### src/common/scope_settings.svh
`ifndef SCOPE_SETTINGS_SVH
`define SCOPE_SETTINGS_SVH

// Converter sample and stored level widths
`define SAMPLE_W 12
`define STORE_W 8

// Four converter channels A0, A1, B0, B1
`define CHAN_COUNT 4

// Column buffer, 1024 columns deep
`define BUF_ADDR_W 10
`define SCOPE_COLUMNS 800

// Pixel and line counters
`define COORD_W 10

////////////////////////////////////////////////////////////
// Screen geometry of the scope area
////////////////////////////////////////////////////////////
`define SCOPE_TOP_ROW 224
`define CHAN_ROW_STEP 32
`define GRID_X_BITS 6
`define GRID_Y_BITS 5

// Colour words as {red, green, blue}
`define COLOR_A0 24'hffffff
`define COLOR_A1 24'hff0000
`define COLOR_B0 24'h00ff00
`define COLOR_B1 24'h0000ff
`define COLOR_GRID 24'h808080
`define COLOR_BLACK 24'h000000

`endif
### src/common/scope_pkg.sv
`include "scope_settings.svh"

package scope_pkg;

	// One raw converter sample
	typedef logic [`SAMPLE_W-1:0] sample_t;

	// Level kept in the column buffer, top bits of a sample
	typedef logic [`STORE_W-1:0] level_t;

	// Vertical extent of one channel over one frame
	typedef struct packed {
		level_t hi;
		level_t lo;
	} span_t;

	////////////////////////////////////////////////////////////
	// One scope column
	////////////////////////////////////////////////////////////

	// Index 0 is A0, then A1, B0, B1
	typedef span_t [`CHAN_COUNT-1:0] column_t;

	// Pixel within a line or line within a frame
	typedef logic [`COORD_W-1:0] coord_t;

	// Address into the circular column buffer
	typedef logic [`BUF_ADDR_W-1:0] buf_addr_t;

	////////////////////////////////////////////////////////////
	// Video output
	////////////////////////////////////////////////////////////

	typedef struct packed {
		logic [7:0] red;
		logic [7:0] green;
		logic [7:0] blue;
	} rgb_t;

endpackage

### src/hw/trace_renderer.sv
`include "scope_settings.svh"

module trace_renderer (
	input logic clk,
	input logic reset,
	input scope_pkg::coord_t x,
	input scope_pkg::coord_t y,
	input scope_pkg::column_t col_data,
	output logic [7:0] red,
	output logic [7:0] green,
	output logic [7:0] blue
);

	scope_pkg::coord_t x_d1, x_d2;
	scope_pkg::coord_t y_d1, y_d2;
	scope_pkg::coord_t row_off [`CHAN_COUNT];
	logic [`CHAN_COUNT-1:0] chan_hit;
	logic [`CHAN_COUNT-1:0] chan_on;
	logic grid_on;
	scope_pkg::rgb_t pix;

	// Line up the counters with the column read
	always_ff @(posedge clk) begin
		x_d1 <= x;
		x_d2 <= x_d1;
		y_d1 <= y;
		y_d2 <= y_d1;
	end

	// Height of this row above each channel's base.
	// Rows above the base wrap to large values and miss
	always_comb begin
		for (int k = 0; k < `CHAN_COUNT; k++) begin
			row_off[k] = y_d2 - scope_pkg::coord_t'(`SCOPE_TOP_ROW + `CHAN_ROW_STEP * k);
			chan_hit[k] = (scope_pkg::coord_t'(col_data[k].lo) <= row_off[k])
				&& (scope_pkg::coord_t'(col_data[k].hi) >= row_off[k]);
		end
	end

	////////////////////////////////////////////////////////////
	// Pixel flags
	////////////////////////////////////////////////////////////

	always_ff @(posedge clk) begin
		if (reset) begin
			chan_on <= '0;
			grid_on <= 1'b0;
		end else if (y_d2 < scope_pkg::coord_t'(`SCOPE_TOP_ROW)) begin
			chan_on <= '0;
			grid_on <= 1'b0;
		end else begin
			chan_on <= chan_hit;
			grid_on <= (x_d2[`GRID_X_BITS-1:0] == '1) || (y_d2[`GRID_Y_BITS-1:0] == '0);
		end
	end

	// Colour priority, A0 on top and the grid behind all traces
	always_comb begin
		if (chan_on[0]) pix = `COLOR_A0;
		else if (chan_on[1]) pix = `COLOR_A1;
		else if (chan_on[2]) pix = `COLOR_B0;
		else if (chan_on[3]) pix = `COLOR_B1;
		else if (grid_on) pix = `COLOR_GRID;
		else pix = `COLOR_BLACK;
	end

	assign red = pix.red;
	assign green = pix.green;
	assign blue = pix.blue;

	// Nothing lights above the scope area
	a_black_above_scope: assert property (
		@(posedge clk) disable iff (reset)
		(y_d2 < scope_pkg::coord_t'(`SCOPE_TOP_ROW)) |=> (chan_on == '0 && !grid_on)
	);

endmodule

### config.mk
export PLATFORM = sky130hd
export DESIGN_NAME = trace_renderer
export DESIGN_NICKNAME = d
export VERILOG_FILES = /design/src/common/scope_pkg.sv /design/src/hw/trace_renderer.sv
export VERILOG_INCLUDE_DIRS = /design/src /design/src/common
export SDC_FILE = /design/constraint.sdc
export NUM_CORES = 1
export LEC_CHECK = 0
export ABC_CLOCK_PERIOD_IN_PS = 2080
export BUFFER_PORTS_ARGS = -buffer_cell sky130_fd_sc_hd__buf_2
export CAP_MARGIN = 20
export CELL_PAD_IN_SITES_DETAIL_PLACEMENT = 1
export CELL_PAD_IN_SITES_GLOBAL_PLACEMENT = 1
export CORE_ASPECT_RATIO = 1.1
export CORE_MARGIN = 4
export CORE_UTILIZATION = 28
export CTS_CLUSTER_DIAMETER = 40
export DETAILED_ROUTE_END_ITERATION = 12
export HOLD_SLACK_MARGIN = 0.06
export MAX_ROUTING_LAYER = met4
export PLACE_DENSITY = 0.75
export SLEW_MARGIN = 20
export SYNTH_ARGS = -nofsm -noshare
export SYNTH_HDL_FRONTEND = slang
export SYNTH_SLANG_ARGS = --single-unit
### constraint.sdc
create_clock -name clk -period 2.08 [get_ports clk]
set_input_delay 0.104 -clock clk [delete_from_list [all_inputs] [get_ports clk]]
set_output_delay 0.104 -clock clk [all_outputs]
set_load 0.05 [all_outputs]
# == Word-level counts from Yosys, hierarchy flattened ==
# Cells that the tools add are included.
# word_totals
ff_bits,37
latch_bits,0
mem_bits_rw,0
romBits,0
inputBits,86
word_cells,32
n_memories,0
# classes
n_addsub,4
mul,0
div,0
n_lt_le_gt_ge,9
n_eq_ne,1
shift,0
mux,5
bitwise_logic,0
n_reduce_logical,7
# ops
cell,count
$mux 24,5
$ge 8x10->1,4
$le 8x10->1,4
$sub 10x9->10 const B,3
$lt 10x8->1 const B,1
$sub 10x8->10 const B,1
$eq 6x6->1 const B,1
$logic_not 5->1,1
$logic_and 1x1->1,4
$reduce_or 2->1,1
$logic_or 1x1->1,1

# == Logic depth before layout (Yosys ltp) ==
# depth
ltp_word,5
depth_mapped,9
mapped_depth_nobuf,9

# == Worst setup path after synthesis ==
# OpenSTA, ideal clock, no wires.
# synth_path
kind,register to register
startpoint,register y_d2[5]
endpoint,register chan_on[2]
setup_ns,0.060
arrival_ns,1.997
slack_ns,0.023
path_stages_with_launch,10
synth_period_minus_slack_ns,2.057
path_cell_list,dfxtp_1 > inv_1 > ha_1 > xnor2_1 > ha_1 > a211o_1 > a21oi_1 > o21ai_1 > a31oi_1 > o2111a_1
# synth_via
elab_chain_cells,3
elab_cells_between_ends,6
classes_between,1 x add/sub; 3 x order compare; 2 x reduce/logical
# synth_rtl
element,line_no,text
"start, declared",trace_renderer.sv:15,"scope_pkg::coord_t y_d1, y_d2;"
"start signal, assigned",trace_renderer.sv:27,y_d2 <= y_d1;
$sub 10x9->10,trace_renderer.sv:34,row_off[k] = y_d2 - scope_pkg::coord_t'(`SCOPE_TOP_ROW + `CHAN_ROW_STEP * k);
$le 8x10->1 or $ge 8x10->1 (tied branches),"trace_renderer.sv:35, trace_renderer.sv:36",
$logic_and 1x1->1,trace_renderer.sv:36,&& (scope_pkg::coord_t'(col_data[k].hi) >= row_off[k]);
"end signal, assigned",trace_renderer.sv:52,chan_on <= chan_hit;
"end, declared",trace_renderer.sv:18,logic [`CHAN_COUNT-1:0] chan_on;
# Parallel ways exist; a longest one is shown, timed or not.
# A chain may end at the register's enable or synchronous reset.

# == Worst setup path in the final report ==
# Ends and elaborated chain as after synthesis.

==> results.toml <==
[detailed_routing]
drcViolationCount = 0
drt_pass1_iterations = 4
routed_wire_length_per_instance_um = 15.2
wirelength_um = 7620
num_vias = 2380
drt-initial-drc-count = 37
viasPerCell = 4.76
drtAntennaViolNets = 0

[die]
placement_rows = 36
design.die.area_um2 = 10800
fp.dieH_um = 109
initial_core_util_pct = 28.9
placeableCoreArea_um2 = 8920
pin_count = 110
die_w_um = 99.5

[yosys]
synth_seq_cells = 37
mappedNetlistNets = 419
mappedNetlistArea_um2 = 2580
synth_async_sr_flop_share_pct = 0
ys.warnings.count = 0
number_of_synthesized_flops_with_an_enable_pin = 0
postSynthAreaPerCell_um2 = 9.78
syn-instance-count = 264
synth.distinct_cells = 39
synth_sequential_area_ratio_pct = 28.7
dominantRegCellSynth = "dfxtp_1"

[worst_setup_path]
timing.critical_path.max_delay_family = "compound AO/OA/AOI/OAI gates"
category_of_the_critical_setup_timing_path = "flop to flop"
startpoint = "y_d2[5]"
critPathMaxStageDelay_ps = 340
cell_chain_critical_path = "inv_1, ha_4, xnor2_4, ha_4, a211o_1, a21oi_1, o21ai_1, a31oi_1, o2111a_1"
timing.critical_path.required_ps = 2320
setup.worst_path.start_class = "flop"
worst_ep_arrival_time_ps = 2210
critical_path.reg2reg.startpoint = "y_d2[5]"
cell_with_the_largest_stage_delay_on_the_worst_path = "dfxtp_2"
path_buf_inv = 1
crit_fanout = 3
worst_path_most_repeated_cell = "ha_4"
crit_path_end_kind = "flop"

[global_route]
gr-usage-all-layers_pct = 14.5
globalRoute.totalOverflow = 0
grt_max_degree = 14
grt_pass1_vias = 2564
global_route_wire_length_before_repair_um = 11900
antenna_violations_before_repair = 0

[sta]
worst_clock_skew_ps = 8.86
grt_setup_unrepaired = "false"
hold_viol_final = 0
setup_viol_count_final = 0
timing.final.max_slew_violations = 0
timing.slew.headroom_pct = 69.4
final_period_minus_worst_setup_slack_ps = 1970
final_min_period_over_clock_period_pct = 94.9
postLayoutSetupSlackWorst_ps = 106
max_freq_mhz = 507
tightestPinTransition_ps = 459

[finish]
total_nets_final = 540
drive_gt1_share_pct = 35.8
antennaDiodeCount = 0
synthToLayoutAreaGrowth_pct = 36.2
layoutNonFillerInstCount = 500

[clock_network]
cts.path.max_buffers = 2
cts_root_buf = "clkbuf_8"
postCtsSetupBuffers = 0
tritoncts = "built"
numCtsBuffers = 5
clkSinkCount = 37
clkTransAtPathRegs_ps = 70
clock_h_tree_levels = 2
clock_latency_ps = 290

[power_and_ir_drop]
final_power_mw = 1.93
cellLeakagePower_nw = 1.83
power_density_nw_per_um2 = 549
vdd.ir_drop.worst_mv = 0.514

[placement]
io_buffer_count = 105
dp_slack_ps = -48.4
post-dp-hpwl_um = 6380
placed_cells = 475
place_congestion = 0.839

[min_path]
hold_path.startpoint = "x_d1[1]"
min_path_type = "flop to flop"

[job]
max_cap_violations = 0

[outcome]
status = "complete, no violations"
metal layers:
metal	routed length [µm]	vias up	global-route usage, %
met5	0	-	-
met4	78	0	2.44
met3	347	8	3.33
met2	3950	63	26.2
met1	3240	1107	16.6
li1	-	1202	-
worst reg2reg max path, delay by kind of cell (launching register included):
family | cells | cell delay (ps)
fa+ha+maj | 2 | 430
buf+inv | 1 | 80
xor+xnor | 1 | 200
flops | 1 | 340
compound gates | 5 | 880
power by group:
group | total, mW | switching [mW] | internal, mW
combinational | 0.659 | 0.374 | 0.285
sequential | 0.763 | 0.0193 | 0.744
clock | 0.507 | 0.269 | 0.237
total | 1.93 | 0.663 | 1.27
registers in the layout (all words and copies together), names as in the netlist:
name and flops:
y_d1 10, x_d2 6, grid_on 1, y_d2 10
x_d1 6, chan_on 4
final cells by class:
type                    count  area, µm²
flip-flops and latches     37        746
well taps                 114        143
clock buffers               5       68.8
clock inverters             3       21.3
inverters                  23       86.3
multi-input cells         185       1670
repair buffers            133        778
fillers                  1065       5400
synth_stat cells (all sizes together), types with 2 or more instances:
library cell | count | area share, %
a211oi | 9 | 2.8
nand2b | 4 | 0.97
nand3 | 2 | 0.39
ha | 69 | 33
nand4 | 8 | 1.9
buf | 19 | 5.7
o21bai | 2 | 0.58
inv | 23 | 3.3
o2111ai | 5 | 1.7
xnor2 | 3 | 1.0
o21ai | 4 | 0.78
o22ai | 2 | 0.48
a21o | 6 | 1.7
or3b | 2 | 0.68
nand2 | 16 | 2.4
dfxtp | 37 | 29
a21oi | 17 | 3.3
a31oi | 4 | 0.97
o21a | 7 | 2.0
a211o | 2 | 0.68
o211ai | 3 | 0.87
nor2 | 6 | 0.87
o221ai | 3 | 1.0
cell families after synthesis:
| logic type | synth area share (%) |
|---|---|
| compound gates | 19.1 |
| xor+xnor | 1.02 |
| fa+ha+maj | 33.4 |
| buf+inv | 9.02 |
| flops | 28.7 |
| simple gates | 8.73 |
cell usage in the layout (no fill, tap or decap), drive strengths merged, types with 2 or more instances in the layout:
| master | synthesis | layout |
|---|---|---|
| o21ai | 4 | 4 |
| buf | 19 | 116 |
| o211ai | 3 | 3 |
| a211oi | 9 | 9 |
| a31oi | 4 | 4 |
| dfxtp | 37 | 37 |
| nand4 | 8 | 8 |
| o21bai | 2 | 2 |
| nor2 | 6 | 6 |
| o21a | 7 | 7 |
| nand3 | 2 | 2 |
| or3b | 2 | 2 |
| nand2 | 16 | 16 |
| a21o | 6 | 6 |
| nand2b | 4 | 4 |
| a211o | 2 | 2 |
| clkbuf | 0 | 5 |
| xnor2 | 3 | 3 |
| o22ai | 2 | 2 |
| inv | 23 | 24 |
| a21oi | 17 | 17 |
| ha | 69 | 69 |
| o2111ai | 5 | 5 |
| o221ai | 3 | 3 |
| dlygate4sd3 | 0 | 17 |
through the flow:
stage	instance area, µm²	util [%]	TNS (ps)	hold slack [ps]
after floorplan	2580	-	0	132
after global placement	3190	35.7	0	206
after detailed placement	3190	35.7	-48.4	208
after CTS	3460	38.7	0	331
after global routing	3510	39.4	0	333
final	3510	39.4	0	330
path summary, 6_finish.rpt:
check                    end  slack (ps)  cells past startpoint
setup / recovery  chan_on[2]         110                      9
hold / removal       x_d2[1]         330                      0
setup reg to reg  chan_on[2]         110                      9
hold reg to reg      x_d2[1]         330                      0
what timing repair did:
action / 4_1_cts / 5_1_grt
setup endpoints to repair: 1 / 3
hold endpoints to repair: 17 / 0
hold buffers: 17 / 0
resized for setup: 2 / 10
pin swaps: 0 / 2
No activity file was read; power rests on OpenSTA's default activity.
