## src/common/scope_settings.svh

```systemverilog
`ifndef SCOPE_SETTINGS_SVH
`define SCOPE_SETTINGS_SVH

// Converter sample and stored level widths
`define SAMPLE_W 12
`define STORE_W 8

// Four converter channels A0, A1, B0, B1
`define CHAN_COUNT 4

// Column buffer, 1024 columns deep
`define BUF_ADDR_W 10
`define SCOPE_COLUMNS 800

// Pixel and line counters
`define COORD_W 10

////////////////////////////////////////////////////////////
// Screen geometry of the scope area
////////////////////////////////////////////////////////////
`define SCOPE_TOP_ROW 224
`define CHAN_ROW_STEP 32
`define GRID_X_BITS 6
`define GRID_Y_BITS 5

// Colour words as {red, green, blue}
`define COLOR_A0 24'hffffff
`define COLOR_A1 24'hff0000
`define COLOR_B0 24'h00ff00
`define COLOR_B1 24'h0000ff
`define COLOR_GRID 24'h808080
`define COLOR_BLACK 24'h000000

`endif
```

## src/common/scope_pkg.sv

```systemverilog
`include "scope_settings.svh"

package scope_pkg;

	// One raw converter sample
	typedef logic [`SAMPLE_W-1:0] sample_t;

	// Level kept in the column buffer, top bits of a sample
	typedef logic [`STORE_W-1:0] level_t;

	// Vertical extent of one channel over one frame
	typedef struct packed {
		level_t hi;
		level_t lo;
	} span_t;

	////////////////////////////////////////////////////////////
	// One scope column
	////////////////////////////////////////////////////////////

	// Index 0 is A0, then A1, B0, B1
	typedef span_t [`CHAN_COUNT-1:0] column_t;

	// Pixel within a line or line within a frame
	typedef logic [`COORD_W-1:0] coord_t;

	// Address into the circular column buffer
	typedef logic [`BUF_ADDR_W-1:0] buf_addr_t;

	////////////////////////////////////////////////////////////
	// Video output
	////////////////////////////////////////////////////////////

	typedef struct packed {
		logic [7:0] red;
		logic [7:0] green;
		logic [7:0] blue;
	} rgb_t;

endpackage

```

## src/hw/raster_timing.sv

```systemverilog
`include "scope_settings.svh"

module raster_timing (
	input logic clk,
	input logic reset,
	input logic blank,
	input logic vsync,
	output scope_pkg::coord_t x,
	output scope_pkg::coord_t y
);

	logic blank_d1;

	// Pixel counter holds at zero through blanking
	// Line counter steps on the start of each blanking interval
	always_ff @(posedge clk) begin
		if (reset) begin
			blank_d1 <= 1'b0;
			x <= '0;
			y <= '0;
		end else begin
			blank_d1 <= blank;
			if (blank) begin
				x <= '0;
			end else begin
				x <= x + 1'b1;
			end
			if (vsync) begin
				y <= '0;
			end else if (blank && !blank_d1) begin
				y <= y + 1'b1;
			end
		end
	end

	// Each visible line starts counting from pixel zero
	a_x_cleared_by_blank: assert property (
		@(posedge clk) disable iff (reset)
		blank |=> (x == '0)
	);

endmodule

```

## config.mk

```make
export PLATFORM = sky130hd
export DESIGN_NAME = raster_timing
export DESIGN_NICKNAME = d
export VERILOG_FILES = /design/src/common/scope_pkg.sv /design/src/hw/raster_timing.sv
export VERILOG_INCLUDE_DIRS = /design/src /design/src/common
export SDC_FILE = /design/constraint.sdc
export NUM_CORES = 1
export LEC_CHECK = 0
export ABC_AREA = 0
export ABC_CLOCK_PERIOD_IN_PS = 1600
export BUFFER_PORTS_ARGS = -buffer_cell sky130_fd_sc_hd__clkbuf_2
export CORE_MARGIN = 2
export CORE_UTILIZATION = 39
export CTS_CLUSTER_DIAMETER = 50
export DETAILED_ROUTE_END_ITERATION = 8
export PLACE_DENSITY = 0.63
export SLEW_MARGIN = 20
export SYNTH_ARGS = -nofsm -noshare
export SYNTH_HDL_FRONTEND = slang
export SYNTH_SLANG_ARGS = --single-unit
```

## constraint.sdc

```tcl
create_clock -name clk -period 1.6 [get_ports clk]
set_input_delay 0.32 -clock clk [delete_from_list [all_inputs] [get_ports clk]]
set_output_delay 0.32 -clock clk [all_outputs]
set_load 0.02 [all_outputs]
```

Word-level counts from Yosys, hierarchy flattened
Index checks and enable logic that the tools add are counted.
Operators by class
  add/subtract/negate cells: 2
  reduce and logical (&&, ||, !) cells: 4
Operators with widths (count)
  adder 10 x 1 -> 10 bit, second input constant: 2
  OR reduction 2 bit: 2
  logical AND 1 bit: 1
  logical NOT 1 bit: 1
Storage, ports and cells
  bits in registers: 21
  bits of input ports: 4
  output and inout port bits: 20
  word-level logic and storage cells: 9

Depth between registers and ports, before layout
Gate-level depths: netlist (run 1).
  word-level depth: 2
  depth in mapped cells: 4
  depth with buffers taken out: 4

Least setup slack after synthesis (run 1)
No wires, ideal clock.
  kind: register to register
  start point: register y[0]
  end point: register y[8]
  library setup time: 0.070 ns
  arrival time: 1.446 ns
  data required time: 1.530 ns
  setup slack: 0.084 ns
  cell stages (with the launch flop): 5
  path buffers: 0
  clock period less this slack: 1.516 ns
  path through: dfxtp_1 -> ha_1 -> nand3b_1 -> or4_1 -> a21oi_1
Between the ends
  longest elaborated chain between the ends: 1
Ends and longest elaborated chain
  start: declaration: line raster_timing.sv:9  | output scope_pkg::coord_t y
  start signal: assignment: line raster_timing.sv:31  | y <= y + 1'b1;
  adder 10 x 1 -> 10 bit: line raster_timing.sv:31
Every way passes these cells.
A chain may end at the register's enable or synchronous reset.

Worst setup path in the final report (run 1)
Same ends and word-level chain as after synthesis.

==> flow_summary.yaml, run 1 <==
status:
  status: "complete, no violations"
route:
  drtAntennaViolNets: 0
  drc: 0
  firstDrtPassIters: 4
  finalWirelength_um: 1800
  wl_per_cell_um: 11.5
  via_count: 820
  via_per_inst: 5.26
  drt-initial-drc-count: 12
clocking:
  cts_setup_buffers: 0
  cts_buffers: 3
  cts_tree: "built"
  clockBufferDepth: 2
  cts_hold_buf: 0
  clk_pin_slew_worst_paths_ns: 0.12
  cts-root-buf: "clkbuf_4"
  clock_sinks: 21
  cts_resized: 0
  htreeDepth: 1
  clock_latency_ns: 0.31
grt:
  antenna_found_initial: 0
  grt_max_degree: 14
  grt_usage_pct: 14.6
  grt_pass1_wl_um: 2910
  grt.overflow.total: 0
  grt_pass1_vias: 670
placed_design:
  numPlacedInstances: 152
  portBuffers: 23
  place_area_mm2: 0.00106
  pre_cts_ws_ns: 0.120
  gp_congestion: 0.725
  dp_hpwl_um: 1330
yosys:
  ys_seq_area_share_pct: 46.5
  syn_inst: 101
  yosysTopAreaCell: "dfxtp_1"
  avgSynthCellArea_um2: 8.96
  syn_area_um2: 905
  synth_top_area_share_pct: 46.5
  synthDistinctLibCells: 26
  synth-seq-cells: 21
  synthTopCellsByArea: "dfxtp_1, a21oi_1, o31ai_1, or4_1, or3_1"
  yosys_warnings: 0
  syn_nets: 107
layout:
  fillerInstances: 226
  final_common_cell: "clkbuf_2"
  final_cells: 156
  antenna_cells: 0
  final_cell_mix: "clkbuf_2, dfxtp_1, a21oi_1"
  fin_area_mm2: 0.00109
  syn_to_final_growth_pct: 20.7
  nets: 135
  drive_gt1_share_pct: 24.2
job:
  drv_cap: 0
hold_path:
  worstHoldEndpoint: "blank_d1$_SDFF_PP0_"
  holdCritStartpoint: "reset"
  hp-class: "primary input to register"
  worstHoldPathCells: 2
timing:
  drv_slew: 0
  holdWs_ns: 0.210
  fmax_mhz: 661
  worst_pin_slew_ns: 0.464
  fin_ws_ns: 0.0875
  rsz0062_at_grt: "no"
  finalHoldViolCount: 0
  setup_viol: 0
  finalCriticalPeriod_ns: 1.51
  slew_headroom_pct: 69.0
  period_share_pct: 94.5
  setup_tns_ns: 0
  finalClockSkew_ns: 0.00454
setup_path:
  worstSetupPathType: "register to register"
  crit_path_cell_trace: "ha_1 > nand3b_1 > or4_1 > a21oi_1"
  critPathArrivalTime_ns: 1.76
  r2r_cells: 4
  crit_required_ns: 1.85
  path_max_fanout: 5
  r2r_slack_ns: 0.09
  start_kind: "register"
  critPathMaxStageDelay_ns: 0.50
  rr_endpoint: "y[8]$_SDFFE_PP0P_"
  critical-path-slowest-cell: "or4_1"
  end_kind: "register"
  worstReg2RegStart: "y[0]$_SDFFE_PP0P_"
die:
  die_x_um: 52.2
  io_pins: 24
  fp.dieH_um: 52.2
  core_mm2: 0.00221
  initial_utilization_pct: 40.9
  design.die.area_mm2: 0.00272
  num_rows: 17
pwr:
  power.density_mw_per_mm2: 768
  pwr-share-seq_pct: 63.7
  worst_ir_drop_vdd_v: 0.000535
  netSwitchingFraction_pct: 23.9
  p_leak_nw: 0.408
  combPwrFrac_pct: 4.5
  p_switching_mw: 0.201
  power_frac_clock_pct: 31.8
  p_int_mw: 0.638
-- sequential cells by signal (all words and copies together), names as in the netlist --
| signal | count |
|---|---|
| x | 10 |
| blank_d1 | 1 |
| y | 10 |
-- Yosys cell counts (all sizes together) --
cell type,n
and2,2
xor2,2
ha,2
or3,5
nand4b,1
xnor2,3
or2,2
nand2b,1
a21oi,12
or4,6
nor2b,2
clkbuf,2
o21a,2
dfxtp,21
inv,3
nand3b,1
nand3,7
o21ai,5
o31ai,6
nand4,3
nor2,7
nand2,5
nor3,1
-- cells by family after synthesis --
| group | after synthesis | share of synthesized area [%] |
|---|---|---|
| buffers and inverters | 5 | 2.07 |
| AOI/OAI and AO/OA | 25 | 16.0 |
| DFF | 21 | 46.5 |
| and+or+nand+nor | 43 | 27.8 |
| adders and majority gates | 2 | 2.77 |
| xor gates and xnor gates | 5 | 4.84 |
-- final cells by class --
type | count | area, um^2 | area share (%)
Multi-Input combinational cell | 75 | 465 | 42.6
Sequential cell | 21 | 420 | 38.5
Timing Repair Buffer | 25 | 130 | 11.9
Tap cell | 28 | 35.0 | 3.21
Clock buffer | 3 | 22.5 | 2.06
Inverter | 3 | 11.3 | 1.03
Clock inverter | 1 | 7.51 | 0.687
-- through the flow --
| stage | total power, mW | utilization [%] |
|---|---|---|
| 2_1_floorplan | 0.569 | - |
| 3_3_place_gp | 0.583 | 48.0 |
| 3_5_place_dp | 0.584 | 48.0 |
| 4_1_cts | 0.852 | 49.4 |
| 5_1_grt | 0.873 | 49.4 |
| 6_report | 0.838 | 49.4 |
-- layer usage --
metal / global-route usage [%] / wire [um]
met1: 19.8 / 903
met2: 21.3 / 796
met3: 2.59 / 68
met4: 8.97 / 32
met5: 0 / 0
-- how the worst max path moves through the flow --
stage               slack (ns)  cells after the start               from                end
finish                    0.09                      4  y[0]$_SDFFE_PP0P_  y[8]$_SDFFE_PP0P_
global route             0.006                      4  y[0]$_SDFFE_PP0P_  y[8]$_SDFFE_PP0P_
CTS                       0.08                      4  y[0]$_SDFFE_PP0P_  y[8]$_SDFFE_PP0P_
floorplan                 0.08                      4  y[0]$_SDFFE_PP0P_  y[8]$_SDFFE_PP0P_
global placement          0.18                      4  y[0]$_SDFFE_PP0P_  y[8]$_SDFFE_PP0P_
detailed placement        0.12                      4  y[0]$_SDFFE_PP0P_  y[8]$_SDFFE_PP0P_
-- power groups by stage --
stage | Clock, mW | Combinational, mW | Sequential (mW)
after global placement | 0 | 0.0378 | 0.546
after global routing | 0.295 | 0.0430 | 0.535
after floorplan | 0 | 0.0192 | 0.550
final | 0.267 | 0.0377 | 0.534
after detailed placement | 0 | 0.0382 | 0.546
after CTS | 0.279 | 0.0383 | 0.534
-- worst max-delay path, delay by kind of cell (launching register included) --
| kind | cells | cell delay, ns |
|---|---|---|
| AND/OR/NAND/NOR | 2 | 0.67 |
| flip-flops | 1 | 0.44 |
| adder cells (fa/ha/maj) | 1 | 0.20 |
| AO/OA/AOI/OAI | 1 | 0.14 |
Power figures use the tool's default switching activity.
==> run 2, diff against run 1 <==
--- a/config.mk
+++ b/config.mk
@@ -14,6 +14,7 @@
 export CTS_CLUSTER_DIAMETER = 50
 export DETAILED_ROUTE_END_ITERATION = 8
 export PLACE_DENSITY = 0.63
+export REMOVE_ABC_BUFFERS = 1
 export SLEW_MARGIN = 20
 export SYNTH_ARGS = -nofsm -noshare
 export SYNTH_HDL_FRONTEND = slang
==> run 2 against run 1 <==
Clock skew down 0.0025 ns. Die area unchanged. Clock-buffer cell count up 1. Maximum frequency up 4.4%. Register-to-register slack better by 0.06 ns. Total power down 1.8%. Critical path depth unchanged. Via count down 2.2%. Utilization down 0.40 points. Highest routed layer is now met3.
==> flow_summary.yaml, run 2 (synthesis gave the netlist of run 1 again) <==
route:
  via_count: 802
  wl_met1_um: 897
  via_per_inst: 5.17
  wl_met3_um: 62
  drtAntennaViolNets: 0
  firstDrtPassIters: 2
  top_layer_used: "met3"
  routed-wl-met2_um: 824
  finalWirelength_um: 1780
  drc: 0
  drt-initial-drc-count: 7
  wl_per_cell_um: 11.5
layout:
  drive_gt1_share_pct: 24.4
  nets: 134
  register_area_um2: 423
  largestRegisters: "x (10), y (10), blank_d1 (1)"
  final_common_cell: "clkbuf_2"
  multi_input_area_um2: 465
  fillerInstances: 236
  final_cell_mix: "clkbuf_2, dfxtp_1, a21oi_1"
  syn_to_final_growth_pct: 19.8
  antenna_cells: 0
timing:
  slew_headroom_pct: 66.1
  worst_pin_slew_ns: 0.509
  finalHoldViolCount: 0
  setup_viol: 0
  rsz0062_at_grt: "no"
  setup_tns_ns: 0
  finalCriticalPeriod_ns: 1.45
  fmax_mhz: 690
  holdWs_ns: 0.223
  period_share_pct: 90.6
  finalClockSkew_ns: 0.00203
  drv_slew: 0
grt:
  grt_max_degree: 12
  antenna_found_initial: 0
  grt_pass1_wl_um: 3130
  grt.overflow.total: 0
  grt_usage_pct: 14.9
  grt_pass1_vias: 748
pwr:
  p_leak_nw: 0.406
  combPwrFrac_pct: 4.6
  power_frac_clock_pct: 30.5
  p_int_mw: 0.639
  pwr-share-seq_pct: 64.9
  worst_ir_drop_vdd_v: 0.000598
  netSwitchingFraction_pct: 22.4
  p_switching_mw: 0.184
  power.density_mw_per_mm2: 760
job:
  drv_cap: 0
die:
  core_mm2: 0.00221
  num_rows: 17
  die_x_um: 52.2
  io_pins: 24
  initial_utilization_pct: 40.9
  fp.dieH_um: 52.2
  design.die.area_mm2: 0.00272
clocking:
  clk_pin_slew_worst_paths_ns: 0.12
  clock_latency_ns: 0.29
  cts_hold_buf: 0
  clockBufferDepth: 2
  cts_tree: "built"
  cts-root-buf: "clkbuf_4"
  htreeDepth: 1
  cts_buffers: 3
  clock_sinks: 21
placed_design:
  portBuffers: 23
  gp_congestion: 0.780
  dp_hpwl_um: 1350
hold_path:
  hp-class: "primary input to register"
  worstHoldPathCells: 2
setup_path:
  worstSetupPathType: "register to register"
  end_kind: "register"
  start_kind: "register"
  crit_required_ns: 1.83
  r2r_cells: 4
  path_max_fanout: 5
  critPathArrivalTime_ns: 1.68
status:
  status: "complete, no violations"
==> run 2: cell count changes in the layout (fill, tap and decap cells not counted), sizes merged <==
cell and delta:
clkinvlp -1, buf -1, clkbuf +1
==> run 2: repair_timing <==
action                                  CTS  global route
resized for setup                         0             2
buffers inserted                          0             0
endpoints found under the setup margin    0             1
==> run 2: path summary, 6_finish.rpt <==
path                                        start             endpoint  slack (ns)
worst max register to register  y[0]$_SDFFE_PP0P_    y[8]$_SDFFE_PP0P_        0.15
worst min-delay path                        reset  blank_d1$_SDFF_PP0_        0.22
worst max-delay path            y[0]$_SDFFE_PP0P_    y[8]$_SDFFE_PP0P_        0.15
worst min register to register    x[9]$_SDFF_PP0_      x[9]$_SDFF_PP0_        0.49
==> run 2: cell type report <==
cell class / count / area share (%)
multi-input cells: 75 / 43.0
flip-flops and latches: 21 / 39.0
repair buffers: 24 / 11.3
well taps: 28 / 3.23
clock buffers: 4 / 2.42
inverters: 3 / 1.04
==> run 2: critical path, stage by stage (launching register included) <==
cell and delay, ns:
dfxtp_2 0.39, ha_1 0.18, nand3b_1 0.17, or4_1 0.50
a21oi_1 0.15
==> run 2: power groups by stage <==
stage               sequential [mW]  combinational [mW]  clock, mW
finish                        0.535              0.0376      0.251
global route                  0.536              0.0432      0.287
CTS                           0.535              0.0386      0.265
detailed placement            0.546              0.0383          0
global placement              0.546              0.0376          0
floorplan                     0.550              0.0179          0
==> run 2: per-layer routing <==
metal,GRT usage (%),vias up
li1,-,421
met4,2.56,0
met3,2.59,0
met5,0,-
met2,25.9,11
met1,19.4,370
==> run 2: through the flow <==
step	cells	setup slack (ns)	instance area (um^2)	utilization (%)	total power [mW]
after floorplan	99	0.0822	897	-	0.568
after global placement	151	0.196	1050	47.7	0.583
after detailed placement	151	0.118	1050	47.7	0.585
after CTS	155	0.0699	1080	48.9	0.838
after global routing	155	0.0430	1080	49.0	0.867
final	155	0.151	1080	49.0	0.823
