===== config.mk =====
export PLATFORM = sky130hd
export DESIGN_NAME = span_tracker
export DESIGN_NICKNAME = d
export VERILOG_FILES = /design/src/common/scope_pkg.sv /design/src/capture/span_tracker.sv
export VERILOG_INCLUDE_DIRS = /design/src /design/src/common
export SDC_FILE = /design/constraint.sdc
export NUM_CORES = 1
export LEC_CHECK = 0
export BUFFER_PORTS_ARGS = -buffer_cell sky130_fd_sc_hd__buf_4
export CORE_UTILIZATION = 49
export CTS_CLUSTER_DIAMETER = 100
export DETAILED_ROUTE_END_ITERATION = 12
export PLACE_DENSITY = 0.72
export SLEW_MARGIN = 15
export SYNTH_ARGS = -nofsm -noshare
export SYNTH_HDL_FRONTEND = slang
export SYNTH_SLANG_ARGS = --single-unit

===== constraint.sdc =====
create_clock -name clk -period 3.04 [get_ports clk]
set_input_delay 0.912 -clock clk [delete_from_list [all_inputs] [get_ports clk]]
set_output_delay 0.912 -clock clk [all_outputs]
set_load 0.05 [all_outputs]

===== src/common/scope_settings.svh =====
`ifndef SCOPE_SETTINGS_SVH
`define SCOPE_SETTINGS_SVH

// Converter sample and stored level widths
`define SAMPLE_W 12
`define STORE_W 8

// Four converter channels A0, A1, B0, B1
`define CHAN_COUNT 4

// Column buffer, 1024 columns deep
`define BUF_ADDR_W 10
`define SCOPE_COLUMNS 800

// Pixel and line counters
`define COORD_W 10

////////////////////////////////////////////////////////////
// Screen geometry of the scope area
////////////////////////////////////////////////////////////
`define SCOPE_TOP_ROW 224
`define CHAN_ROW_STEP 32
`define GRID_X_BITS 6
`define GRID_Y_BITS 5

// Colour words as {red, green, blue}
`define COLOR_A0 24'hffffff
`define COLOR_A1 24'hff0000
`define COLOR_B0 24'h00ff00
`define COLOR_B1 24'h0000ff
`define COLOR_GRID 24'h808080
`define COLOR_BLACK 24'h000000

`endif

===== src/common/scope_pkg.sv =====
`include "scope_settings.svh"

package scope_pkg;

	// One raw converter sample
	typedef logic [`SAMPLE_W-1:0] sample_t;

	// Level kept in the column buffer, top bits of a sample
	typedef logic [`STORE_W-1:0] level_t;

	// Vertical extent of one channel over one frame
	typedef struct packed {
		level_t hi;
		level_t lo;
	} span_t;

	////////////////////////////////////////////////////////////
	// One scope column
	////////////////////////////////////////////////////////////

	// Index 0 is A0, then A1, B0, B1
	typedef span_t [`CHAN_COUNT-1:0] column_t;

	// Pixel within a line or line within a frame
	typedef logic [`COORD_W-1:0] coord_t;

	// Address into the circular column buffer
	typedef logic [`BUF_ADDR_W-1:0] buf_addr_t;

	////////////////////////////////////////////////////////////
	// Video output
	////////////////////////////////////////////////////////////

	typedef struct packed {
		logic [7:0] red;
		logic [7:0] green;
		logic [7:0] blue;
	} rgb_t;

endpackage


===== src/capture/span_tracker.sv =====
`include "scope_settings.svh"

module span_tracker (
	input logic clk,
	input logic reset,
	input logic vsync,
	input logic ad_strobe,
	input scope_pkg::sample_t ad_a0,
	input scope_pkg::sample_t ad_a1,
	input scope_pkg::sample_t ad_b0,
	input scope_pkg::sample_t ad_b1,
	output scope_pkg::column_t frame_spans
);

	scope_pkg::sample_t samp [`CHAN_COUNT];
	scope_pkg::sample_t cur_lo [`CHAN_COUNT];
	scope_pkg::sample_t cur_hi [`CHAN_COUNT];
	logic [3:0] vsync_del;
	logic vsync_rise;

	assign samp[0] = ad_a0;
	assign samp[1] = ad_a1;
	assign samp[2] = ad_b0;
	assign samp[3] = ad_b1;

	////////////////////////////////////////////////////////////
	// Frame boundary on the sample grid
	////////////////////////////////////////////////////////////

	// vsync only advances through the delay on strobe cycles,
	// so the rise lands on a strobe with a valid sample
	assign vsync_rise = ad_strobe && vsync_del[2] && !vsync_del[3];

	always_ff @(posedge clk) begin
		if (reset) begin
			vsync_del <= '0;
		end else if (ad_strobe) begin
			vsync_del <= {vsync_del[2:0], vsync};
		end
	end

	////////////////////////////////////////////////////////////
	// Running min and max per channel
	////////////////////////////////////////////////////////////

	always_ff @(posedge clk) begin
		if (reset) begin
			for (int k = 0; k < `CHAN_COUNT; k++) begin
				cur_lo[k] <= '0;
				cur_hi[k] <= '0;
			end
		end else if (ad_strobe) begin
			for (int k = 0; k < `CHAN_COUNT; k++) begin
				if (vsync_rise) begin
					// New frame starts from this sample
					cur_lo[k] <= samp[k];
					cur_hi[k] <= samp[k];
				end else begin
					// Full width compare, truncation happens on hand-over
					if (samp[k] < cur_lo[k]) begin
						cur_lo[k] <= samp[k];
					end
					if (samp[k] > cur_hi[k]) begin
						cur_hi[k] <= samp[k];
					end
				end
			end
		end
	end

	// Frame result, held until the next vsync rise
	always_ff @(posedge clk) begin
		if (reset) begin
			frame_spans <= '0;
		end else if (vsync_rise) begin
			for (int k = 0; k < `CHAN_COUNT; k++) begin
				frame_spans[k].lo <= cur_lo[k][`SAMPLE_W-1 -: `STORE_W];
				frame_spans[k].hi <= cur_hi[k][`SAMPLE_W-1 -: `STORE_W];
			end
		end
	end

	// A span never inverts, whether it widened or restarted
	for (genvar g = 0; g < `CHAN_COUNT; g++) begin : g_span_check
		a_span_ordered: assert property (
			@(posedge clk) disable iff (reset)
			ad_strobe |=> (cur_lo[g] <= cur_hi[g])
		);
	end

endmodule


# After elaboration in Yosys (flattened, before gate mapping)
# Memory sizes are Yosys's and may differ from the RTL's.
# Index checks and enable logic that the tools add are counted.
[totals] mem_bits_rw=96 word_cells=100 inputBits=52 regBits=68 memories=2
[memory_table] memory="cur_hi" words=4 width=12 rd=4 rd_ports_with_merged_regs=0 write_ports=4 line_no="span_tracker.sv:17" source="scope_pkg::sample_t cur_hi [`CHAN_COUNT];"
[memory_table] memory="cur_lo" words=4 width=12 rd=4 rd_ports_with_merged_regs=0 write_ports=4 line_no="span_tracker.sv:16" source="scope_pkg::sample_t cur_lo [`CHAN_COUNT];"
[classes] order_cmp=8 bitwise_logic=16 n_reduce_logical=3 muxes=62
[ops] cell="$mux 12" n=16
[ops] cell="$gt 12x12->1" n=4
[ops] cell="$lt 12x12->1" n=4
[ops] cell="$mux 1" n=46
[ops] cell="$or 1x1->1" n=16
[ops] cell="$logic_and 1x1->1" n=2
[ops] cell="$logic_not 1->1" n=1

# Longest topological paths before layout
# Gate-level depths: netlist (run 1).
[logic_depth] word_depth=8 mapped_depth=8 depth_no_buf=7

# Worst setup path after synthesis (run 1)
# OpenSTA, ideal clock, no wires.
[synth_path] path_kind="in2reg" from="input ad_strobe" to="memory cur_lo[3][0] (netlist bit) (enable)" arrival_ps=2798 path_buffers=2 cell_stages=6 setup_ps=398 slack_ps=-156 cell_sequence="buf_4 inv_2 or3_1 buf_2 a2111o_1 o21ai_0"
[synth_rtl] element="start: declaration" line_no="span_tracker.sv:7" source="input logic ad_strobe,"
[synth_rtl] element="end: declaration" line_no="span_tracker.sv:16"

==> results_dict.tcl, run 1 <==
set metrics [dict create \
    finalNetCount 1071 \
    crit_cells 7 \
    area_growth_syn_to_layout_pct 22.4 \
    netlist_area_um2 8210 \
    netlist_instances 795 \
    yosys.area.top_type "edfxtp_1" \
    reg2reg_from "vsync_del[2]" \
    synth-warning-count 0 \
    dieWidth_um 131 \
    finalNonFillerCells 1156 \
    ys_seq_elements 164 \
    chipHeight_um 131 \
    rows 46 \
    cpLargestDelayFamily "compound AO/OA/AOI/OAI gates" \
    arrival_ps 2740 \
    cts.sinks 164 \
    wl_per_cell_um 14.9 \
    antenna_found_initial 0 \
    grt_pass1_wl_um 28600 \
    grt_max_degree 27 \
    hold_violations 0 \
    synthArstFlopShare_pct 0 \
    numCtsBuffers 17 \
    maxCapViolCount 0 \
    slew_viol_final 0 \
    power.leakage_nw 4.27 \
    n_antenna_cell 0 \
    r2r_slack_ps 600 \
    ys_types 37 \
    endpoint_kind "flip-flop" \
    reg2reg_depth 5 \
    cp-startpoint "ad_b0[2]" \
    max-vdd-ir-drop_mv 0.397 \
    initial_core_util_pct 50.9 \
    dpl.cell_count 1124 \
    synth_top_area_share_pct 35.1 \
    synth.top_cells.by_area "edfxtp_1, dfxtp_1, ha_1" \
    setup_viol 0 \
    critical_path_buf_inv_count 1 \
    netlist_top_cells_count "inv_1, edfxtp_1, ha_1" \
    status "finished clean" \
    finalInstanceArea_um2 10000 \
    worst-path-max-fanout 12 \
    dieArea_um2 17300 \
    timing.fmax_mhz 381 \
    drt_wl_total_um 17200 \
    finalClockSkew_ps 8.16 \
    cp.required_ps 3150 \
    vias 5947 \
    finalWeightedCongestion 0.788 \
    total_power_mw 5.42 \
    power_density_nw_per_um2 540 \
    drc 0 \
    post_cts_buffers 0 \
    synth_fp_nets 939 \
    clk_latency_ps 430 \
    crit_path_cell_trace "buf_4 -> ha_1 -> and3_1 -> a221o_1 -> a211oi_1 -> nand2_1 -> a211o_1" \
    drive_above_1_share_pct 19.5 \
    ant_nets 0 \
    port_buffers 115 \
    clockRootBuffer "clkbuf_16" \
    cpMaxStageDelayCell "a211o_1" \
    core-area_um2 16100 \
    max_slew_margin_pct 24.9 \
    holdWs_ps 454 \
    endpoint "cur_hi[2][0]" \
    dr.pass1.iters 4 \
    grt_pass1_vias 5832 \
    finalCritPeriodShare_pct 86.4 \
    viasPerCell 5.14 \
    crit_path_start_kind "input port" \
    h-tree-depth 4 \
    slowest_delay_ps 500 \
    cts_tree "built" \
    track_usage_pct 20.9 \
    hpwl_um 12800 \
    crit_type "input port to flip-flop" \
    clockBufferDepth 2 \
    grt_setup_unrepaired "no" \
    holdPathStages 2 \
    ys.flop_type "edfxtp_1" \
    finalCriticalPeriod_ps 2630 \
    dpl_cell_area_um2 9430 \
    drt_iter0_markers 328 \
    worst_slew_pin_slew_ps 1120 \
    cts_resized 0 \
    io_pins 116 \
    hold_buffers 0 \
    avgSynthCellArea_um2 10.3 \
    yosysSeqAreaShare_pct 51.7 \
    yosysMostFrequentCell "inv_1" \
    overflow 0 \
    clk_pin_slew_worst_paths_ps 60 \
    nFillCells 1374 \
    hp-class "flip-flop to flip-flop" \
    synth_edf_count 96 \
    r2r-end "cur_lo[1][4]" \
]
-- flip-flops by register name, indices dropped and copies added (netlist names) --
signal	cells
cur_hi	48
cur_lo	48
vsync_del	4
frame_spans	64
-- cell type report --
class                   instances  area [µm²]  share of cell area [%]
clock buffers                  19         464                    4.62
clock inverters                13         141                    1.41
inverters                      99         372                    3.70
multi-input cells             501        3470                    34.5
flip-flops and latches        164        4240                    42.3
well taps                     216         270                    2.69
repair buffers                144        1080                    10.8
-- how the worst min path moves through the flow --
stage                          from               to  slack, ps
CTS                 frame_spans[54]  frame_spans[54]        460
finish              frame_spans[54]  frame_spans[54]        450
detailed placement  frame_spans[54]  frame_spans[54]        440
global route        frame_spans[45]  frame_spans[45]        470
floorplan              vsync_del[0]     vsync_del[0]        460
global placement    frame_spans[52]  frame_spans[52]        440
-- kinds of logic after synthesis --
logic type / count (synthesis) / share of synthesized area, %
AO/OA/AOI/OAI: 147 / 10.3
multiplexers: 3 / 0.366
AND/OR/NAND/NOR: 259 / 17.4
adder cells (fa/ha/maj): 92 / 14.0
flip-flops: 164 / 51.7
buffers and inverters: 130 / 6.11
-- layout by cell type (no fill, tap or decap), types with 16 or more instances in the layout --
cell       synthesis  final
edfxtp_1          96     96
a21oi_1           28     28
clkbuf_16          0     18
buf_4              2    144
nor2_1            17     16
nand4_1           17     17
o21ai_0           85     81
dfxtp_1           68     68
and2_1            39     39
nor3b_1           58     58
ha_1              92     92
inv_1             98     97
nand2_1           83     83
-- through the flow --
| step | utilization [%] | setup WS, ps | TNS, ps |
|---|---|---|---|
| finish | 62.3 | 413 | 0 |
| global route | 62.3 | 328 | 0 |
| CTS | 62.3 | 429 | 0 |
| detailed placement | 58.5 | -23.4 | -280 |
| global placement | 58.5 | 20.7 | 0 |
| floorplan | - | 45.8 | 0 |
-- metal layers --
layer | track usage (%) | wire length, µm | share of wire [%] | up-vias
met3 | 4.09 | 659 | 3.8 | 26
met4 | 7.62 | 325 | 1.9 | 0
met5 | 0 | 0 | 0 | -
met1 | 26.4 | 7850 | 46 | 2743
li1 | - | - | - | 3064
met2 | 35.3 | 8360 | 49 | 114
-- worst reg2reg max path: cells and delay by family (launching register included) --
kind | cells | cell delay [ps]
compound gates | 1 | 910
simple gates | 4 | 870
flops | 1 | 370
-- power breakdown --
| part | switching [mW] | total [mW] | leakage [nW] | internal [mW] |
|---|---|---|---|---|
| clock network | 0.916 | 2.21 | 0.305 | 1.29 |
| logic | 0.419 | 0.709 | 2.41 | 0.290 |
| registers | 0.0279 | 2.50 | 1.55 | 2.48 |
No activity file was read; power rests on OpenSTA's default activity.
==> run 2: changes to the inputs <==
- BUFFER_PORTS_ARGS: -buffer_cell sky130_fd_sc_hd__buf_4 -> -buffer_cell sky130_fd_sc_hd__buf_2
- CELL_PAD_IN_SITES_DETAIL_PLACEMENT: not set -> 0
- CELL_PAD_IN_SITES_GLOBAL_PLACEMENT: not set -> 1
- CORE_UTILIZATION: 49 -> 41
- PLACE_DENSITY: 0.72 -> 0.76
==> run 2 against run 1 <==
Compared with the run above:
- wire length up 5.8%
- sequential share of layout area up 0.96 points
- global-route usage fell by 2.1 points
- clock power is 5% lower
- die area increased by 19%
- clock-buffer cell count decreased by 1
- non-clock buffer count rose by 4
- critical path type unchanged
- sequential power about the same
- fmax is 0.51% higher
- register-to-register slack gained 70 ps
- sequential cell count is the same
==> results_dict.tcl, run 2 (synthesis gave the netlist of run 1 again) <==
set metrics [dict create \
    hold_violations 0 \
    holdWs_ps 446 \
    viasPerCell 4.93 \
    dp_slack_ps -7.43 \
    hold_buffers 0 \
    dr.pass1.iters 4 \
    top_register "frame_spans" \
    cp-startpoint "ad_b0[2]" \
    antenna_found_initial 0 \
    vias 5957 \
    n_antenna_cell 0 \
    min-delay-start "frame_spans[53]" \
    cts.sinks 164 \
    clk_pin_slew_worst_paths_ps 60 \
    total_power_mw 5.29 \
    internal_power_mw 3.95 \
    dieWidth_um 143 \
    finalClockSkew_ps 7.56 \
    io_pins 116 \
    overflow 0 \
    reg2reg_from "cur_hi[2][2]" \
    finalWeightedCongestion 0.795 \
    crit_type "input port to flip-flop" \
    worst-path-max-fanout 12 \
    timing.fmax_mhz 383 \
    max_slew_margin_pct 28.6 \
    numCtsBuffers 17 \
    ant_nets 0 \
    finalCritPeriodShare_pct 86.0 \
    clk_latency_ps 420 \
    largestRegisters "frame_spans: 64 flops, cur_hi: 48 flops, cur_lo: 48 flops" \
    h-tree-depth 4 \
    clockRootBuffer "clkbuf_16" \
    p_switching_mw 1.34 \
    arrival_ps 2730 \
    status "finished clean" \
    wl_per_cell_um 15.0 \
    switching_share_pct 25.4 \
    max-vdd-ir-drop_mv 0.366 \
    track_usage_pct 18.8 \
    largest_register_ff_count 64 \
    finalNonFillerCells 1209 \
    cp.required_ps 3150 \
    pwr-share-seq_pct 47.3 \
    finalNetCount 1075 \
    pwr-share-clk_pct 39.5 \
    cts_tree "built" \
    core-area_um2 19500 \
    chipHeight_um 143 \
    endpoint_kind "flip-flop" \
    crit_path_start_kind "input port" \
    utilization_pct 50.3 \
    grt_pass1_vias 5794 \
    power.leakage_nw 4.23 \
    comb_power_share_pct 13.2 \
    clockBufferDepth 2 \
    nFillCells 1851 \
    drive_above_1_share_pct 19.4 \
    cts_resized 0 \
    rows 51 \
    grt_pass1_wl_um 29500 \
    hpwl_um 13600 \
    final_common_cell "buf_2" \
    drc 0 \
    port_buffers 115 \
    setup_slack_ps 426 \
    hp-class "flip-flop to flip-flop" \
    maxCapViolCount 0 \
    grt_setup_unrepaired "no" \
    dpl.cell_count 1177 \
    setup_viol 0 \
    post_cts_buffers 0 \
    layout_common_cells "buf_2, inv_1, edfxtp_1" \
    power_density_nw_per_um2 539 \
    initial_core_util_pct 42.0 \
    drt_iter0_markers 205 \
    drt_wl_total_um 18200 \
    slew_viol_final 0 \
    area_growth_syn_to_layout_pct 19.6 \
    grt_max_degree 24 \
    finalCriticalPeriod_ps 2610 \
    dieArea_um2 20600 \
    worst_slew_pin_slew_ps 1070 \
]
[run 2: changes by cell type in the layout (fill, tap and decap cells not counted)]
cell,delta
buf_2,+115
buf_4,-112
clkinv_1,+3
inv_4,-3
inv_6,-3
clkinvlp_4,+2
buf_12,+1
clkbuf_1,+1
clkbuf_16,-1
clkbuf_8,-1
clkinv_2,+1
clkinv_4,+1
[run 2: final timing paths]
| check | to | slack (ps) | depth (start not counted) |
|---|---|---|---|
| worst max-delay path | cur_hi[2][10] | 430 | 7 |
| worst min-delay path | frame_spans[53] | 450 | 2 |
| worst max register to register | cur_hi[2][10] | 670 | 7 |
| worst min register to register | frame_spans[53] | 450 | 2 |
[run 2: layout make-up]
type                    instances  area [µm²]  area share (%)
flip-flops and latches        164        4240            43.2
multi-input cells             501        3470            35.3
repair buffers                148         836            8.51
clock buffers                  18         429            4.37
inverters                      99         372            3.79
well taps                     265         332            3.38
clock inverters                14         136            1.39
[run 2: per-stage QoR]
| step | area [µm²] | TNS (ps) |
|---|---|---|
| final | 9820 | 0 |
| after global routing | 9820 | 0 |
| after CTS | 9820 | 0 |
| after detailed placement | 9250 | -86.7 |
| after global placement | 9250 | 0 |
| after floorplan | 8210 | 0 |
[run 2: worst max-delay path: stages]
cell      delay, ps
buf_2           110
ha_1            300
and3_1          200
a221o_1         350
a211oi_1        280
nand2_1          80
a211o_1         490
[run 2: power groups by stage]
stage / logic, mW / registers, mW / clock network (mW)
after floorplan: 0.442 / 2.56 / 0
after global placement: 0.693 / 2.55 / 0
after detailed placement: 0.701 / 2.55 / 0
after CTS: 0.707 / 2.50 / 2.14
after global routing: 0.807 / 2.51 / 2.23
final: 0.699 / 2.50 / 2.09
[run 2: per-layer routing]
layer,part of all wire (%),GRT usage [%],vias to the layer above
met5,0,0,-
met2,48,31.8,87
met4,1.3,6.10,0
li1,-,-,3065
met1,48,24.7,2786
met3,2.5,2.73,19
==> run 3: changes to the inputs <==
- CORE_UTILIZATION: 41 -> 42
- CTS_BUF_LIST: not set -> sky130_fd_sc_hd__clkbuf_4
- PLACE_DENSITY: 0.76 -> 0.77
==> run 3 against run 2 <==
Compared with the run above:
- wire length shrank 1.2%
- non-clock buffer count shrank 3
- core utilization shrank 0.051 points
- setup slack gained 51 ps
- first-iteration DRC count grew 21%
- clock-buffer cell count is the same
- clock skew grew 16 ps
- die area shrank 2.3%
- register-to-register slack lost 120 ps
- critical path depth is the same
- total power shrank 14%
- global-route usage grew 0.34 points
==> results_dict.tcl, run 3 (synthesis gave the netlist of run 1 again) <==
set metrics [dict create \
    status "finished clean" \
    area_growth_syn_to_layout_pct 16.0 \
    drive_above_1_share_pct 19.0 \
    hold_violations 0 \
    track_usage_pct 19.2 \
    setup_viol 0 \
    finalClockSkew_ps 23.2 \
    max-vdd-ir-drop_mv 0.201 \
    nFillCells 1811 \
    hpwl_um 13500 \
    ant_nets 0 \
    worst_slew_pin_slew_ps 1100 \
    dr.pass1.iters 4 \
    drt_wl_total_um 18000 \
    post_cts_buffers 0 \
    min-delay-start "frame_spans[24]" \
    arrival_ps 2800 \
    power.leakage_nw 4.09 \
    holdWs_ps 458 \
    hp-class "flip-flop to flip-flop" \
    crit_type "input port to flip-flop" \
    grt_pass1_vias 5756 \
    cp.required_ps 3280 \
    h-tree-depth 4 \
    cp-startpoint "ad_b0[2]" \
    finalCriticalPeriod_ps 2560 \
    dieArea_um2 20100 \
    finalNetCount 1072 \
    clk_latency_ps 560 \
    numCtsBuffers 17 \
    top_register "frame_spans" \
    reg2reg_from "cur_hi[2][2]" \
    rows 50 \
    overflow 0 \
    timing.fmax_mhz 390 \
    endpoint_kind "flip-flop" \
    wl_per_cell_um 14.9 \
    clk_pin_slew_worst_paths_ps 120 \
    finalWeightedCongestion 0.826 \
    vias 5952 \
    viasPerCell 4.95 \
    layout_common_cells "buf_2, inv_1, edfxtp_1" \
    core-area_um2 19000 \
    crit_path_start_kind "input port" \
    clockBufferDepth 2 \
    finalSetupTns_ps 0 \
    cts.sinks 164 \
    maxCapViolCount 0 \
    chipHeight_um 142 \
    max_slew_margin_pct 26.6 \
    initial_core_util_pct 43.3 \
    grt_setup_unrepaired "no" \
    grt_max_degree 25 \
    largest_register_ff_count 64 \
    dieWidth_um 142 \
    slew_viol_final 0 \
    hold_buffers 0 \
    drc 0 \
    dpl_cell_area_um2 9220 \
    final_common_cell "buf_2" \
    cts_resized 0 \
    total_power_mw 4.56 \
    utilization_pct 50.2 \
    finalCritPeriodShare_pct 84.3 \
    port_buffers 115 \
    finalInstanceArea_um2 9520 \
    grt_pass1_wl_um 29600 \
    antenna_found_initial 1 \
    cts_tree "built" \
    power_density_nw_per_um2 479 \
    drt_iter0_markers 249 \
    io_pins 116 \
    worst-path-max-fanout 12 \
    clockRootBuffer "clkbuf_4" \
    largestRegisters "frame_spans: 64 flops, cur_hi: 48 flops, cur_lo: 48 flops" \
]
==> run 3: changes by cell type in the layout (fill, tap and decap cells not counted), sizes merged <==
cell	delta
diode	+1
inv	+1
buf	-3
clkinv	-1
clkinvlp	-1
bufinv	+1
==> run 3: final timing paths <==
kind                      to  slack (ps)  depth (start not counted)
min          frame_spans[24]         460                          2
max            cur_hi[2][11]         480                          7
max reg2reg    cur_hi[2][11]         550                          7
min reg2reg  frame_spans[24]         460                          2
==> run 3: report_power, final <==
group | leakage, nW | internal (mW) | switching (mW) | total [mW]
Clock | 0.155 | 0.575 | 0.787 | 1.36
Sequential | 1.55 | 2.47 | 0.0270 | 2.50
Combinational | 2.38 | 0.270 | 0.427 | 0.697
==> run 3: stage by stage <==
step,std cells,worst slack [ps]
final,1202,477
after global placement,1169,30.4
after CTS,1201,517
after floorplan,795,45.8
after global routing,1202,365
after detailed placement,1169,-42.9
==> run 3: layout make-up <==
cell class                      count  area, µm²  share of cell area (%)
Tap cell                          260        325                    3.42
Clock buffer                       18        135                    1.42
Multi-Input combinational cell    501       3470                    36.4
Clock inverter                     14        160                    1.68
Timing Repair Buffer              145        813                    8.54
Inverter                           99        372                    3.90
Sequential cell                   164       4240                    44.6
Antenna cell                        1       2.50                  0.0263
==> run 3: layer usage <==
layer  wire length (µm)  global-route usage, %  vias to the layer above
met4                315                   6.40                        0
li1                   -                      -                     3060
met1               8620                   25.0                     2773
met3                569                   4.29                       23
met5                  0                      0                        -
met2               8460                   31.4                       96
==> run 3: worst max-delay path, stage by stage <==
cell	delay (ps)
buf_2	110
ha_1	300
and3_1	210
a221o_1	350
a211oi_1	320
nand2_1	90
a211o_1	510
